File: config.mk
export PLATFORM = sky130hd
export DESIGN_NAME = board_top
export DESIGN_NICKNAME = d
export VERILOG_FILES = /design/src/source/board_pkg.sv /design/src/source/board_top.sv /design/src/source/gpio_port.sv /design/src/source/reset_heartbeat.sv /design/src/source/soc_regs.sv /design/src/source/uart_tx.sv
export SDC_FILE = /design/constraint.sdc
export NUM_CORES = 1
export LEC_CHECK = 0
export BUFFER_PORTS_ARGS = -buffer_cell sky130_fd_sc_hd__buf_2
export CORE_MARGIN = 1
export CORE_UTILIZATION = 51
export CTS_BUF_LIST = sky130_fd_sc_hd__clkbuf_16
export DETAILED_ROUTE_END_ITERATION = 10
export PLACE_DENSITY_LB_ADDON = 0.2
export SLEW_MARGIN = 20
export SYNTH_ARGS = -nofsm -noshare
export SYNTH_HDL_FRONTEND = slang
export SYNTH_SLANG_ARGS = --single-unit
File: constraint.sdc
create_clock -name clk_gen -period 3.79 [get_ports clk_gen]
set_input_delay 0 -clock clk_gen [delete_from_list [all_inputs] [get_ports clk_gen]]
set_output_delay 0 -clock clk_gen [all_outputs]
set_load 0.1 [all_outputs]
File: src/source/board_pkg.sv
// board package
// register map, bus widths and status word layout shared by the board RTL

package board_pkg;

  // host register port
  localparam int REG_ADDR_W = 4;
  localparam int REG_DATA_W = 32;

  // register map
  localparam logic [REG_ADDR_W-1:0] ADDR_CTRL     = 4'h0;
  localparam logic [REG_ADDR_W-1:0] ADDR_GPIO_OUT = 4'h1;
  localparam logic [REG_ADDR_W-1:0] ADDR_GPIO_IN  = 4'h2;
  localparam logic [REG_ADDR_W-1:0] ADDR_UART_TX  = 4'h3;
  localparam logic [REG_ADDR_W-1:0] ADDR_STATUS   = 4'h4;
  localparam logic [REG_ADDR_W-1:0] ADDR_EXIT     = 4'h5;

  // status word bit positions
  localparam int STAT_BOOT_SEL   = 0;
  localparam int STAT_EXEC_FLASH = 1;
  localparam int STAT_UART_BUSY  = 2;
  localparam int STAT_UART_OVF   = 3;

  // uart character width, 8N1 framing
  localparam int UART_DATA_W = 8;

  // flops in every synchronizer chain, reset release included
  localparam int SYNC_STAGES = 2;

endpackage

File: src/source/board_top.sv
// board top
// reset and heartbeat glue, register block, gpio pads and uart tx on pins

module board_top
  import board_pkg::*;
#(
  parameter int HEARTBEAT_BITS = 27,
  parameter int GPIO_WIDTH     = 8,
  parameter int UART_DIV       = 868
) (
  input  logic                  clk_gen,
  input  logic                  rst_n,
  input  logic                  reg_we_i,
  input  logic                  reg_re_i,
  input  logic [REG_ADDR_W-1:0] reg_addr_i,
  input  logic [REG_DATA_W-1:0] reg_wdata_i,
  output logic [REG_DATA_W-1:0] reg_rdata_o,
  output logic                  reg_rvalid_o,
  input  logic                  boot_select_i,
  input  logic                  execute_from_flash_i,
  input  logic [GPIO_WIDTH-1:0] gpio_i,
  output logic [GPIO_WIDTH-1:0] gpio_o,
  output logic [GPIO_WIDTH-1:0] gpio_oe_o,
  output logic                  uart_tx_o,
  output logic                  exit_value_o,
  output logic                  exit_valid_o,
  output logic                  rst_led_o,
  output logic                  clk_led_o,
  output logic                  clk_out_o
);

  logic                   sys_rst_n;
  logic [GPIO_WIDTH-1:0]  gpio_oe;
  logic [GPIO_WIDTH-1:0]  gpio_out;
  logic [GPIO_WIDTH-1:0]  gpio_in_sync;
  logic                   uart_busy;
  logic                   tx_start;
  logic [UART_DATA_W-1:0] tx_byte;

  // board clock goes out unchanged for scope probing
  assign clk_out_o = clk_gen;

  reset_heartbeat #(
    .HEARTBEAT_BITS(HEARTBEAT_BITS)
  ) reset_heartbeat_i (
    .clk_gen    (clk_gen),
    .rst_n      (rst_n),
    .sys_rst_n_o(sys_rst_n),
    .rst_led_o  (rst_led_o),
    .clk_led_o  (clk_led_o)
  );

  soc_regs #(
    .GPIO_WIDTH(GPIO_WIDTH)
  ) soc_regs_i (
    .clk_gen             (clk_gen),
    .rst_n               (sys_rst_n),
    .reg_we_i            (reg_we_i),
    .reg_re_i            (reg_re_i),
    .reg_addr_i          (reg_addr_i),
    .reg_wdata_i         (reg_wdata_i),
    .reg_rdata_o         (reg_rdata_o),
    .reg_rvalid_o        (reg_rvalid_o),
    .boot_select_i       (boot_select_i),
    .execute_from_flash_i(execute_from_flash_i),
    .gpio_in_i           (gpio_in_sync),
    .uart_busy_i         (uart_busy),
    .gpio_oe_o           (gpio_oe),
    .gpio_out_o          (gpio_out),
    .tx_start_o          (tx_start),
    .tx_byte_o           (tx_byte),
    .exit_valid_o        (exit_valid_o),
    .exit_value_o        (exit_value_o)
  );

  gpio_port #(
    .GPIO_WIDTH(GPIO_WIDTH)
  ) gpio_port_i (
    .clk_gen  (clk_gen),
    .rst_n    (sys_rst_n),
    .oe_i     (gpio_oe),
    .out_i    (gpio_out),
    .pins_i   (gpio_i),
    .gpio_o   (gpio_o),
    .gpio_oe_o(gpio_oe_o),
    .in_sync_o(gpio_in_sync)
  );

  uart_tx #(
    .UART_DIV(UART_DIV)
  ) uart_tx_i (
    .clk_gen(clk_gen),
    .rst_n  (sys_rst_n),
    .start_i(tx_start),
    .byte_i (tx_byte),
    .tx_o   (uart_tx_o),
    .busy_o (uart_busy)
  );

endmodule

File: src/source/gpio_port.sv
// gpio pad stage
// registers output value and enable toward the pads and
// synchronizes the input pins

module gpio_port
  import board_pkg::*;
#(
  parameter int GPIO_WIDTH = 8
) (
  input  logic                  clk_gen,
  input  logic                  rst_n,
  input  logic [GPIO_WIDTH-1:0] oe_i,
  input  logic [GPIO_WIDTH-1:0] out_i,
  input  logic [GPIO_WIDTH-1:0] pins_i,
  output logic [GPIO_WIDTH-1:0] gpio_o,
  output logic [GPIO_WIDTH-1:0] gpio_oe_o,
  output logic [GPIO_WIDTH-1:0] in_sync_o
);

  logic [GPIO_WIDTH-1:0]                  gpio_q;
  logic [GPIO_WIDTH-1:0]                  oe_q;
  logic [SYNC_STAGES-1:0][GPIO_WIDTH-1:0] in_sync_q;

  // pad-side output flops
  always_ff @(posedge clk_gen or negedge rst_n) begin
    if (!rst_n) begin
      gpio_q <= '0;
      oe_q   <= '0;
    end else begin
      gpio_q <= out_i;
      oe_q   <= oe_i;
    end
  end

  // pins are asynchronous to clk_gen
  always_ff @(posedge clk_gen or negedge rst_n) begin
    if (!rst_n) begin
      in_sync_q <= '0;
    end else begin
      in_sync_q <= {in_sync_q[SYNC_STAGES-2:0], pins_i};
    end
  end

  assign gpio_o    = gpio_q;
  assign gpio_oe_o = oe_q;
  assign in_sync_o = in_sync_q[SYNC_STAGES-1];

endmodule

File: src/source/reset_heartbeat.sv
// reset and heartbeat glue
// async-assert / sync-release reset plus a free-running LED blink counter

module reset_heartbeat
  import board_pkg::*;
#(
  parameter int HEARTBEAT_BITS = 27
) (
  input  logic clk_gen,
  input  logic rst_n,
  output logic sys_rst_n_o,
  output logic rst_led_o,
  output logic clk_led_o
);

  logic [SYNC_STAGES-1:0]    rst_sync_q;
  logic [HEARTBEAT_BITS-1:0] beat_cnt_q;

  // ones shift in after rst_n rises
  always_ff @(posedge clk_gen or negedge rst_n) begin
    if (!rst_n) begin
      rst_sync_q <= '0;
    end else begin
      rst_sync_q <= {rst_sync_q[SYNC_STAGES-2:0], 1'b1};
    end
  end

  assign sys_rst_n_o = rst_sync_q[SYNC_STAGES-1];

  always_ff @(posedge clk_gen or negedge sys_rst_n_o) begin
    if (!sys_rst_n_o) begin
      beat_cnt_q <= '0;
    end else begin
      beat_cnt_q <= beat_cnt_q + 1'b1;
    end
  end

  // led lights once the system is out of reset
  assign rst_led_o = sys_rst_n_o;
  assign clk_led_o = beat_cnt_q[HEARTBEAT_BITS-1];

endmodule

File: src/source/soc_regs.sv
// board register block
// decodes the host register port, holds gpio, exit and status state
// and launches uart bytes

module soc_regs
  import board_pkg::*;
#(
  parameter int GPIO_WIDTH = 8
) (
  input  logic                   clk_gen,
  input  logic                   rst_n,
  input  logic                   reg_we_i,
  input  logic                   reg_re_i,
  input  logic [REG_ADDR_W-1:0]  reg_addr_i,
  input  logic [REG_DATA_W-1:0]  reg_wdata_i,
  output logic [REG_DATA_W-1:0]  reg_rdata_o,
  output logic                   reg_rvalid_o,
  input  logic                   boot_select_i,
  input  logic                   execute_from_flash_i,
  input  logic [GPIO_WIDTH-1:0]  gpio_in_i,
  input  logic                   uart_busy_i,
  output logic [GPIO_WIDTH-1:0]  gpio_oe_o,
  output logic [GPIO_WIDTH-1:0]  gpio_out_o,
  output logic                   tx_start_o,
  output logic [UART_DATA_W-1:0] tx_byte_o,
  output logic                   exit_valid_o,
  output logic                   exit_value_o
);

  logic [GPIO_WIDTH-1:0]        ctrl_q;
  logic [GPIO_WIDTH-1:0]        gpio_out_q;
  logic [REG_DATA_W-1:0]        exit_code_q;
  logic                         exit_valid_q;
  logic                         ovf_q;
  logic [SYNC_STAGES-1:0][1:0]  boot_sync_q;
  logic [1:0]                   boot_pins;
  logic                         uart_wr;
  logic                         status_rd;
  logic [REG_DATA_W-1:0]        status_word;
  logic [REG_DATA_W-1:0]        rdata_d;
  logic [REG_DATA_W-1:0]        rdata_q;
  logic                         rvalid_q;

  assign uart_wr   = reg_we_i && (reg_addr_i == ADDR_UART_TX);
  assign status_rd = reg_re_i && (reg_addr_i == ADDR_STATUS);

  // byte goes straight to the transmitter when it is idle
  assign tx_start_o = uart_wr && !uart_busy_i;
  assign tx_byte_o  = reg_wdata_i[UART_DATA_W-1:0];

  always_ff @(posedge clk_gen or negedge rst_n) begin
    if (!rst_n) begin
      ctrl_q       <= '0;
      gpio_out_q   <= '0;
      exit_code_q  <= '0;
      exit_valid_q <= 1'b0;
    end else if (reg_we_i) begin
      case (reg_addr_i)
        ADDR_CTRL:     ctrl_q <= reg_wdata_i[GPIO_WIDTH-1:0];
        ADDR_GPIO_OUT: gpio_out_q <= reg_wdata_i[GPIO_WIDTH-1:0];
        ADDR_EXIT: begin
          exit_code_q  <= reg_wdata_i;
          exit_valid_q <= 1'b1;
        end
        default: ;
      endcase
    end
  end

  // sticky until status is read
  always_ff @(posedge clk_gen or negedge rst_n) begin
    if (!rst_n) begin
      ovf_q <= 1'b0;
    end else if (uart_wr && uart_busy_i) begin
      ovf_q <= 1'b1;
    end else if (status_rd) begin
      ovf_q <= 1'b0;
    end
  end

  always_ff @(posedge clk_gen or negedge rst_n) begin
    if (!rst_n) begin
      boot_sync_q <= '0;
    end else begin
      boot_sync_q <= {boot_sync_q[SYNC_STAGES-2:0], {execute_from_flash_i, boot_select_i}};
    end
  end

  assign boot_pins = boot_sync_q[SYNC_STAGES-1];

  always_comb begin
    status_word                  = '0;
    status_word[STAT_BOOT_SEL]   = boot_pins[0];
    status_word[STAT_EXEC_FLASH] = boot_pins[1];
    status_word[STAT_UART_BUSY]  = uart_busy_i;
    status_word[STAT_UART_OVF]   = ovf_q;
  end

  // uart tx and unmapped addresses read as zero
  always_comb begin
    case (reg_addr_i)
      ADDR_CTRL:     rdata_d = REG_DATA_W'(ctrl_q);
      ADDR_GPIO_OUT: rdata_d = REG_DATA_W'(gpio_out_q);
      ADDR_GPIO_IN:  rdata_d = REG_DATA_W'(gpio_in_i);
      ADDR_STATUS:   rdata_d = status_word;
      ADDR_EXIT:     rdata_d = exit_code_q;
      default:       rdata_d = '0;
    endcase
  end

  always_ff @(posedge clk_gen) begin
    if (reg_re_i) begin
      rdata_q <= rdata_d;
    end
  end

  always_ff @(posedge clk_gen or negedge rst_n) begin
    if (!rst_n) begin
      rvalid_q <= 1'b0;
    end else begin
      rvalid_q <= reg_re_i;
    end
  end

  assign reg_rdata_o  = rdata_q;
  assign reg_rvalid_o = rvalid_q;
  assign gpio_oe_o    = ctrl_q;
  assign gpio_out_o   = gpio_out_q;
  assign exit_valid_o = exit_valid_q;
  assign exit_value_o = exit_code_q[0];

endmodule

File: src/source/uart_tx.sv
// uart transmitter
// 8N1 frames, one bit every UART_DIV clocks, line idles high

module uart_tx
  import board_pkg::*;
#(
  parameter int UART_DIV = 868
) (
  input  logic                   clk_gen,
  input  logic                   rst_n,
  input  logic                   start_i,
  input  logic [UART_DATA_W-1:0] byte_i,
  output logic                   tx_o,
  output logic                   busy_o
);

  // start + data + stop
  localparam int FRAME_BITS = UART_DATA_W + 2;
  localparam int DIV_W      = (UART_DIV > 1) ? $clog2(UART_DIV) : 1;
  localparam int BIT_W      = $clog2(FRAME_BITS);

  logic [FRAME_BITS-1:0] shift_q;
  logic [DIV_W-1:0]      div_cnt_q;
  logic [BIT_W-1:0]      bit_cnt_q;
  logic                  busy_q;
  logic                  bit_end;

  assign bit_end = (div_cnt_q == DIV_W'(UART_DIV - 1));

  always_ff @(posedge clk_gen or negedge rst_n) begin
    if (!rst_n) begin
      shift_q   <= '1;
      div_cnt_q <= '0;
      bit_cnt_q <= '0;
      busy_q    <= 1'b0;
    end else if (!busy_q) begin
      if (start_i) begin
        shift_q   <= {1'b1, byte_i, 1'b0};
        div_cnt_q <= '0;
        bit_cnt_q <= '0;
        busy_q    <= 1'b1;
      end
    end else if (bit_end) begin
      div_cnt_q <= '0;
      // ones fill in behind the stop bit
      shift_q   <= {1'b1, shift_q[FRAME_BITS-1:1]};
      if (bit_cnt_q == BIT_W'(FRAME_BITS - 1)) begin
        busy_q <= 1'b0;
      end else begin
        bit_cnt_q <= bit_cnt_q + 1'b1;
      end
    end else begin
      div_cnt_q <= div_cnt_q + 1'b1;
    end
  end

  assign tx_o   = shift_q[0];
  assign busy_o = busy_q;

endmodule

Word-level counts from Yosys, hierarchy flattened --
Index checks and enable logic that the tools add are counted.
Storage, ports and cells: flip-flop bits (word level) 173, bits of input ports 50, output and inout port bits 55, word-level logic and storage cells 61
Operators by class: add/sub/neg operators 3, equal/unequal tests 9, multiplexer cells 17, reduce and logical (&&, ||, !) cells 13
Operators with widths (count):
- case mux 32 bit (5 select lines) | 1
- 2-to-1 mux 10 bit | 6
- adder 27 x 1 -> 27 bit, second input constant | 1
- 2-to-1 mux 4 bit | 4
- adder 10 x 1 -> 10 bit, second input constant | 1
- == test 10 bit, second input constant | 1
- == test 4 x 2 -> 1 bit, second input constant | 2
- == test 4 x 3 -> 1 bit, second input constant | 2
- AND reduction 2 bit | 4
- 2-to-1 mux 1 bit | 6
- adder 4 x 1 -> 4 bit, second input constant | 1
- == test 4 x 1 -> 1 bit, second input constant | 1
- == test 4 bit, second input constant | 1
- logical AND 1 bit | 4
- logical NOT 4 bit | 1
- inequality test 2 bit, second input constant | 2
- nonzero test 2 bit | 2
- AND reduction 3 bit | 1
- logical NOT 1 bit | 1

Logic depth before layout (Yosys ltp) --
depth in word-level cells 5, gate-level depth with buffers 6, depth with buffers taken out 6

Cells and area by module --
Synthesis repeated with hierarchy kept, for this count alone.
Unflattened totals: cells, all modules 496, area total of the unflattened synthesis 7058.0 µm²
By module, submodules not included:
- soc_regs | times used 1, cells each 225, area an instance 3666.0 µm², seq. area each 2337.2 µm²
- uart_tx | times used 1, cells each 126, area an instance 1282.5 µm², seq. area each 611.8 µm²
- reset_heartbeat | times used 1, cells each 104, area an instance 1241.2 µm², seq. area each 725.7 µm²
- gpio_port | times used 1, cells each 40, area an instance 860.8 µm², seq. area each 800.8 µm²
- board_top | times used 1, cells each 1, area an instance 7.5 µm², seq. area each 0.0 µm²

==> metrics.txt <==
# TYPE chip_impl_metric gauge
chip_impl_info{name="status",value="finished with violations"} 1
chip_impl_info{name="failed_checks",value="hold timing"} 1
chip_impl_info{name="tritoncts",value="yes"} 1
chip_impl_metric{name="num_vias",unit=""} 4350
chip_impl_metric{name="postRouteWirelength",unit="um"} 13700
chip_impl_metric{name="num_rows",unit=""} 41
chip_impl_metric{name="timing.hold.ws",unit="ps"} -5.38
chip_impl_metric{name="ys_async_sr_fraction",unit="%"} 81.4
chip_impl_metric{name="grt.overflow.total",unit=""} 0
chip_impl_metric{name="grt_pass1_vias",unit=""} 4374
chip_impl_metric{name="final_nets",unit=""} 690
chip_impl_metric{name="chipHeight",unit="um"} 117
chip_impl_metric{name="total_power",unit="mW"} 5.26
chip_impl_metric{name="cp_data_arrival_time",unit="ps"} 2420
chip_impl_info{name="critPathSlowestCell",value="sky130_fd_sc_hd__buf_2"} 1
chip_impl_metric{name="syn-mean-instance-area",unit="um^2"} 14.1
chip_impl_metric{name="hpwlAfterDp",unit="um"} 8710
chip_impl_metric{name="post_synth_edffs",unit=""} 32
chip_impl_metric{name="synthesis.instances",unit=""} 479
chip_impl_metric{name="worstRegToRegCells",unit=""} 5
chip_impl_metric{name="antenna_diode_count",unit=""} 0
chip_impl_info{name="criticalPathCategory",value="clock port to primary output"} 1
chip_impl_info{name="gr-max-usage-layer",value="met2"} 1
chip_impl_metric{name="synth_warnings",unit=""} 0
chip_impl_metric{name="area_added_between_synthesis_and_finish",unit="%"} 25.5
chip_impl_metric{name="die-area",unit="um^2"} 13700
chip_impl_metric{name="width_of_the_die",unit="um"} 117
chip_impl_metric{name="ys_ff_latch",unit=""} 172
chip_impl_info{name="path_common_cell",value="sky130_fd_sc_hd__clkbuf_16"} 1
chip_impl_info{name="classification_of_the_worst_slack_hold_path",value="input pin to register"} 1
chip_impl_metric{name="grt.met1_usage",unit="%"} 28.1
chip_impl_metric{name="worst_case_vdd_ir_drop",unit="uV"} 320
chip_impl_metric{name="core_area",unit="um^2"} 12800
chip_impl_metric{name="groute.layer.met2.usage",unit="%"} 33.8
chip_impl_metric{name="postCtsSetupRepairBufs",unit=""} 0
chip_impl_metric{name="number_of_max_capacitance_violations_reported",unit=""} 0
chip_impl_metric{name="remaining_drc_errors",unit=""} 0
chip_impl_metric{name="largest_net_degree_at_the_start_of_global_routing",unit=""} 51
chip_impl_info{name="worst_r2r_endpoint",value="uart_tx_i.bit_cnt_q[0]$_DFFE_PN0P_"} 1
chip_impl_metric{name="max_slew_margin",unit="%"} 42.8
chip_impl_metric{name="pin_count",unit=""} 105
chip_impl_info{name="yosys_most_used_dff",value="sky130_fd_sc_hd__dfrtp_1"} 1
chip_impl_metric{name="drive_above_1_share",unit="%"} 31.6
chip_impl_metric{name="seq_area",unit="um^2"} 4480
chip_impl_metric{name="synth.cell_area",unit="um^2"} 6770
chip_impl_metric{name="met3_usage",unit="%"} 6.13
chip_impl_metric{name="ys_types",unit=""} 55
chip_impl_metric{name="wl_per_cell",unit="um"} 16.7
chip_impl_info{name="rr_startpoint",value="uart_tx_i.div_cnt_q[0]$_DFFE_PN0P_"} 1
chip_impl_metric{name="synth.yosys.seq_area_share",unit="%"} 66.1
chip_impl_info{name="grt_setup_unrepaired",value="no"} 1
chip_impl_metric{name="final_antenna_net_count",unit=""} 0
chip_impl_metric{name="wire_length_of_the_first_global_routing_pass",unit="um"} 21600
chip_impl_metric{name="critical_path_cell_count",unit=""} 3
chip_impl_metric{name="place_congestion",unit=""} 0.865
chip_impl_metric{name="io_buffers",unit=""} 104
chip_impl_info{name="cp_top_family",value="buffers and inverters"} 1
chip_impl_metric{name="cellLeakagePower",unit="nW"} 3.86
chip_impl_metric{name="final_max_slew_viol_count",unit=""} 0
chip_impl_metric{name="setup-violations-final",unit=""} 0
chip_impl_metric{name="detail_route.iter0.violations",unit=""} 264
chip_impl_metric{name="start_util",unit="%"} 53.0
chip_impl_metric{name="cp_slowest_stage_delay",unit="ps"} 280
chip_impl_metric{name="cp_max_fo",unit=""} 2
chip_impl_metric{name="multi_input_combinational_cell_area",unit="um^2"} 2170
chip_impl_metric{name="initial_antenna_violation_count",unit=""} 0
chip_impl_metric{name="setup-tns-final",unit="ps"} 0
chip_impl_info{name="worstPathCellList",value="clkbuf_16, clkbuf_16, buf_2"} 1
chip_impl_info{name="worst_setup_path_startpoint",value="clk_gen"} 1
chip_impl_info{name="worstSetupEndpointType",value="primary output"} 1
chip_impl_metric{name="detail_route.vias_per_cell",unit=""} 5.30
chip_impl_metric{name="finalHoldViolCount",unit=""} 1
chip_impl_metric{name="firstDrtPassIters",unit=""} 5
chip_impl_metric{name="clock_latency",unit="ps"} 530
chip_impl_metric{name="worstPathBufferInverterCount",unit=""} 3
chip_impl_metric{name="tightest_pin_transition",unit="ps"} 846
chip_impl_metric{name="clkSlewWorstSetupHoldPaths",unit="ps"} 60
chip_impl_metric{name="pwr_density_cell",unit="nW/um^2"} 620
chip_impl_metric{name="num-fill-cells",unit=""} 881
chip_impl_metric{name="grt_use_total",unit="%"} 21.7
chip_impl_info{name="worst_setup_path_start_kind",value="clock port"} 1
chip_impl_metric{name="critical_path_required",unit="ps"} 3790
chip_impl_metric{name="timing.reg2reg.setup_slack",unit="ps"} 1670
chip_impl_metric{name="timing.clock.skew",unit="ps"} 7.60
chip_impl_metric{name="synth_fp_nets",unit=""} 533
chip_impl_info{name="crit_end",value="clk_out_o"} 1
==> flip-flops by register name, indices dropped and copies added, names as in the netlist, 9 cells and up <==
register                      cells
soc_regs_i.exit_code_q           32
soc_regs_i.reg_rdata_o           32
reset_heartbeat_i.beat_cnt_q     27
uart_tx_i.div_cnt_q              10
uart_tx_i.shift_q                 9
==> worst min path at each step <==
stage,startpoint,endpoint,depth (start not counted)
after global routing,reg_re_i,soc_regs_i.reg_rvalid_o$_DFF_PN0_,1
final,reg_re_i,soc_regs_i.reg_rvalid_o$_DFF_PN0_,1
after floorplan,rst_n,reset_heartbeat_i.rst_sync_q[0]$_DFF_PN0_,0
after CTS,reg_re_i,soc_regs_i.reg_rvalid_o$_DFF_PN0_,1
after detailed placement,rst_n,reset_heartbeat_i.rst_sync_q[0]$_DFF_PN0_,1
after global placement,rst_n,reset_heartbeat_i.rst_sync_q[0]$_DFF_PN0_,1
==> cell families (layout without fill, tap and decap cells) <==
group                      Yosys count  in the layout  synth area share (%)
AOI/OAI and AO/OA                   64             64                  6.45
xor gates and xnor gates            28             28                  3.62
adders and majority gates            4              4                 0.740
buffers and inverters               24            194                  1.90
DFF                                172            172                  66.1
muxes                               55             55                  9.13
other                                1              1                0.0554
and+or+nand+nor                    131            131                  12.0
==> stage by stage <==
step / cells / hold WS, ps / util (%) / cell area, um^2 / worst slack [ps]
finish: 821 / -5.38 / 66.5 / 8490 / 1370
global route: 821 / 12.7 / 66.5 / 8490 / 1360
CTS: 821 / 0.519 / 66.4 / 8490 / 1360
detailed placement: 741 / -214 / 58.1 / 7420 / 1630
global placement: 741 / -215 / 58.1 / 7420 / 1630
floorplan: 479 / -296 / - / 6770 / 1030
==> cells in the mapped netlist (all sizes together) (2+ instances only) <==
cell type	number	share of area, %
a21oi	7	0.52
a22oi	12	1.3
a31oi	4	0.37
and2	26	2.4
and3	6	0.55
and4	5	0.65
buf	9	1.1
clkbuf	7	0.41
dfrtp	131	48
dfstp	9	3.5
edfxtp	32	14
ha	4	0.74
inv	7	0.39
mux2	48	8.1
mux2i	7	1.0
nand2	28	1.7
nand3	20	1.5
nand4	12	1.4
nor2	11	0.61
nor2b	4	0.48
nor3	6	0.61
nor3b	2	0.55
nor4	3	0.68
nor4b	2	0.26
o21a	7	0.78
o21ai	15	1.1
o221ai	2	0.26
o22a	7	0.91
o22ai	4	0.37
or2	4	0.37
xnor2	20	2.6
xor2	8	1.0
==> timing repair <==
item | CTS | global route
hold buffers | 45 | 0
endpoints found under the setup margin | 0 | 0
resized for setup | 0 | 0
endpoints found under the hold margin | 69 | 0
==> area by class of cell <==
class                           count  share of cell area [%]
Tap cell                          172                    2.53
Timing Repair Buffer              150                    11.5
Clock buffer                       22                    6.25
Inverter                            8                   0.354
Sequential cell                   172                    52.7
Multi-Input combinational cell    283                    25.5
Clock inverter                     14                    1.03
==> placed cells by master, fill, tap and decap left out, types with 2 or more instances in the layout <==
master and instances:
sky130_fd_sc_hd__clkbuf_16 21, sky130_fd_sc_hd__clkinv_1 3, sky130_fd_sc_hd__o221ai_1 2, sky130_fd_sc_hd__ha_1 4
sky130_fd_sc_hd__a31oi_1 3, sky130_fd_sc_hd__dfstp_2 9, sky130_fd_sc_hd__edfxtp_1 32, sky130_fd_sc_hd__buf_4 2
sky130_fd_sc_hd__nand3_1 20, sky130_fd_sc_hd__xor2_1 8, sky130_fd_sc_hd__and2_1 25, sky130_fd_sc_hd__nor4_2 2
sky130_fd_sc_hd__nor3_1 5, sky130_fd_sc_hd__xnor2_1 20, sky130_fd_sc_hd__mux2_2 46, sky130_fd_sc_hd__clkinv_2 4
sky130_fd_sc_hd__nand2_1 27, sky130_fd_sc_hd__dfrtp_1 130, sky130_fd_sc_hd__nor3b_4 2, sky130_fd_sc_hd__o21a_1 7
sky130_fd_sc_hd__buf_2 104, sky130_fd_sc_hd__a22oi_1 12, sky130_fd_sc_hd__mux2_4 2, sky130_fd_sc_hd__and3_1 6
sky130_fd_sc_hd__inv_1 12, sky130_fd_sc_hd__nor2b_1 3, sky130_fd_sc_hd__o21ai_0 15, sky130_fd_sc_hd__nor4b_1 2
sky130_fd_sc_hd__o22ai_1 4, sky130_fd_sc_hd__or2_1 2, sky130_fd_sc_hd__mux2i_1 7, sky130_fd_sc_hd__a21oi_1 7
sky130_fd_sc_hd__and4_1 5, sky130_fd_sc_hd__dlygate4sd3_1 45, sky130_fd_sc_hd__nor2_1 11, sky130_fd_sc_hd__o22a_1 7
sky130_fd_sc_hd__nand4_1 10
==> report_power, final <==
part | total (mW) | internal [mW] | switching, mW
Clock | 1.82 | 1.06 | 0.761
Combinational | 1.05 | 0.309 | 0.737
Sequential | 2.40 | 2.19 | 0.203
==> per-layer routing <==
layer,vias up,wire length (um)
li1,2040,-
met1,2152,6100
met2,144,6560
met3,14,804
met4,0,214
met5,-,0
Power figures use the tool's default switching activity.
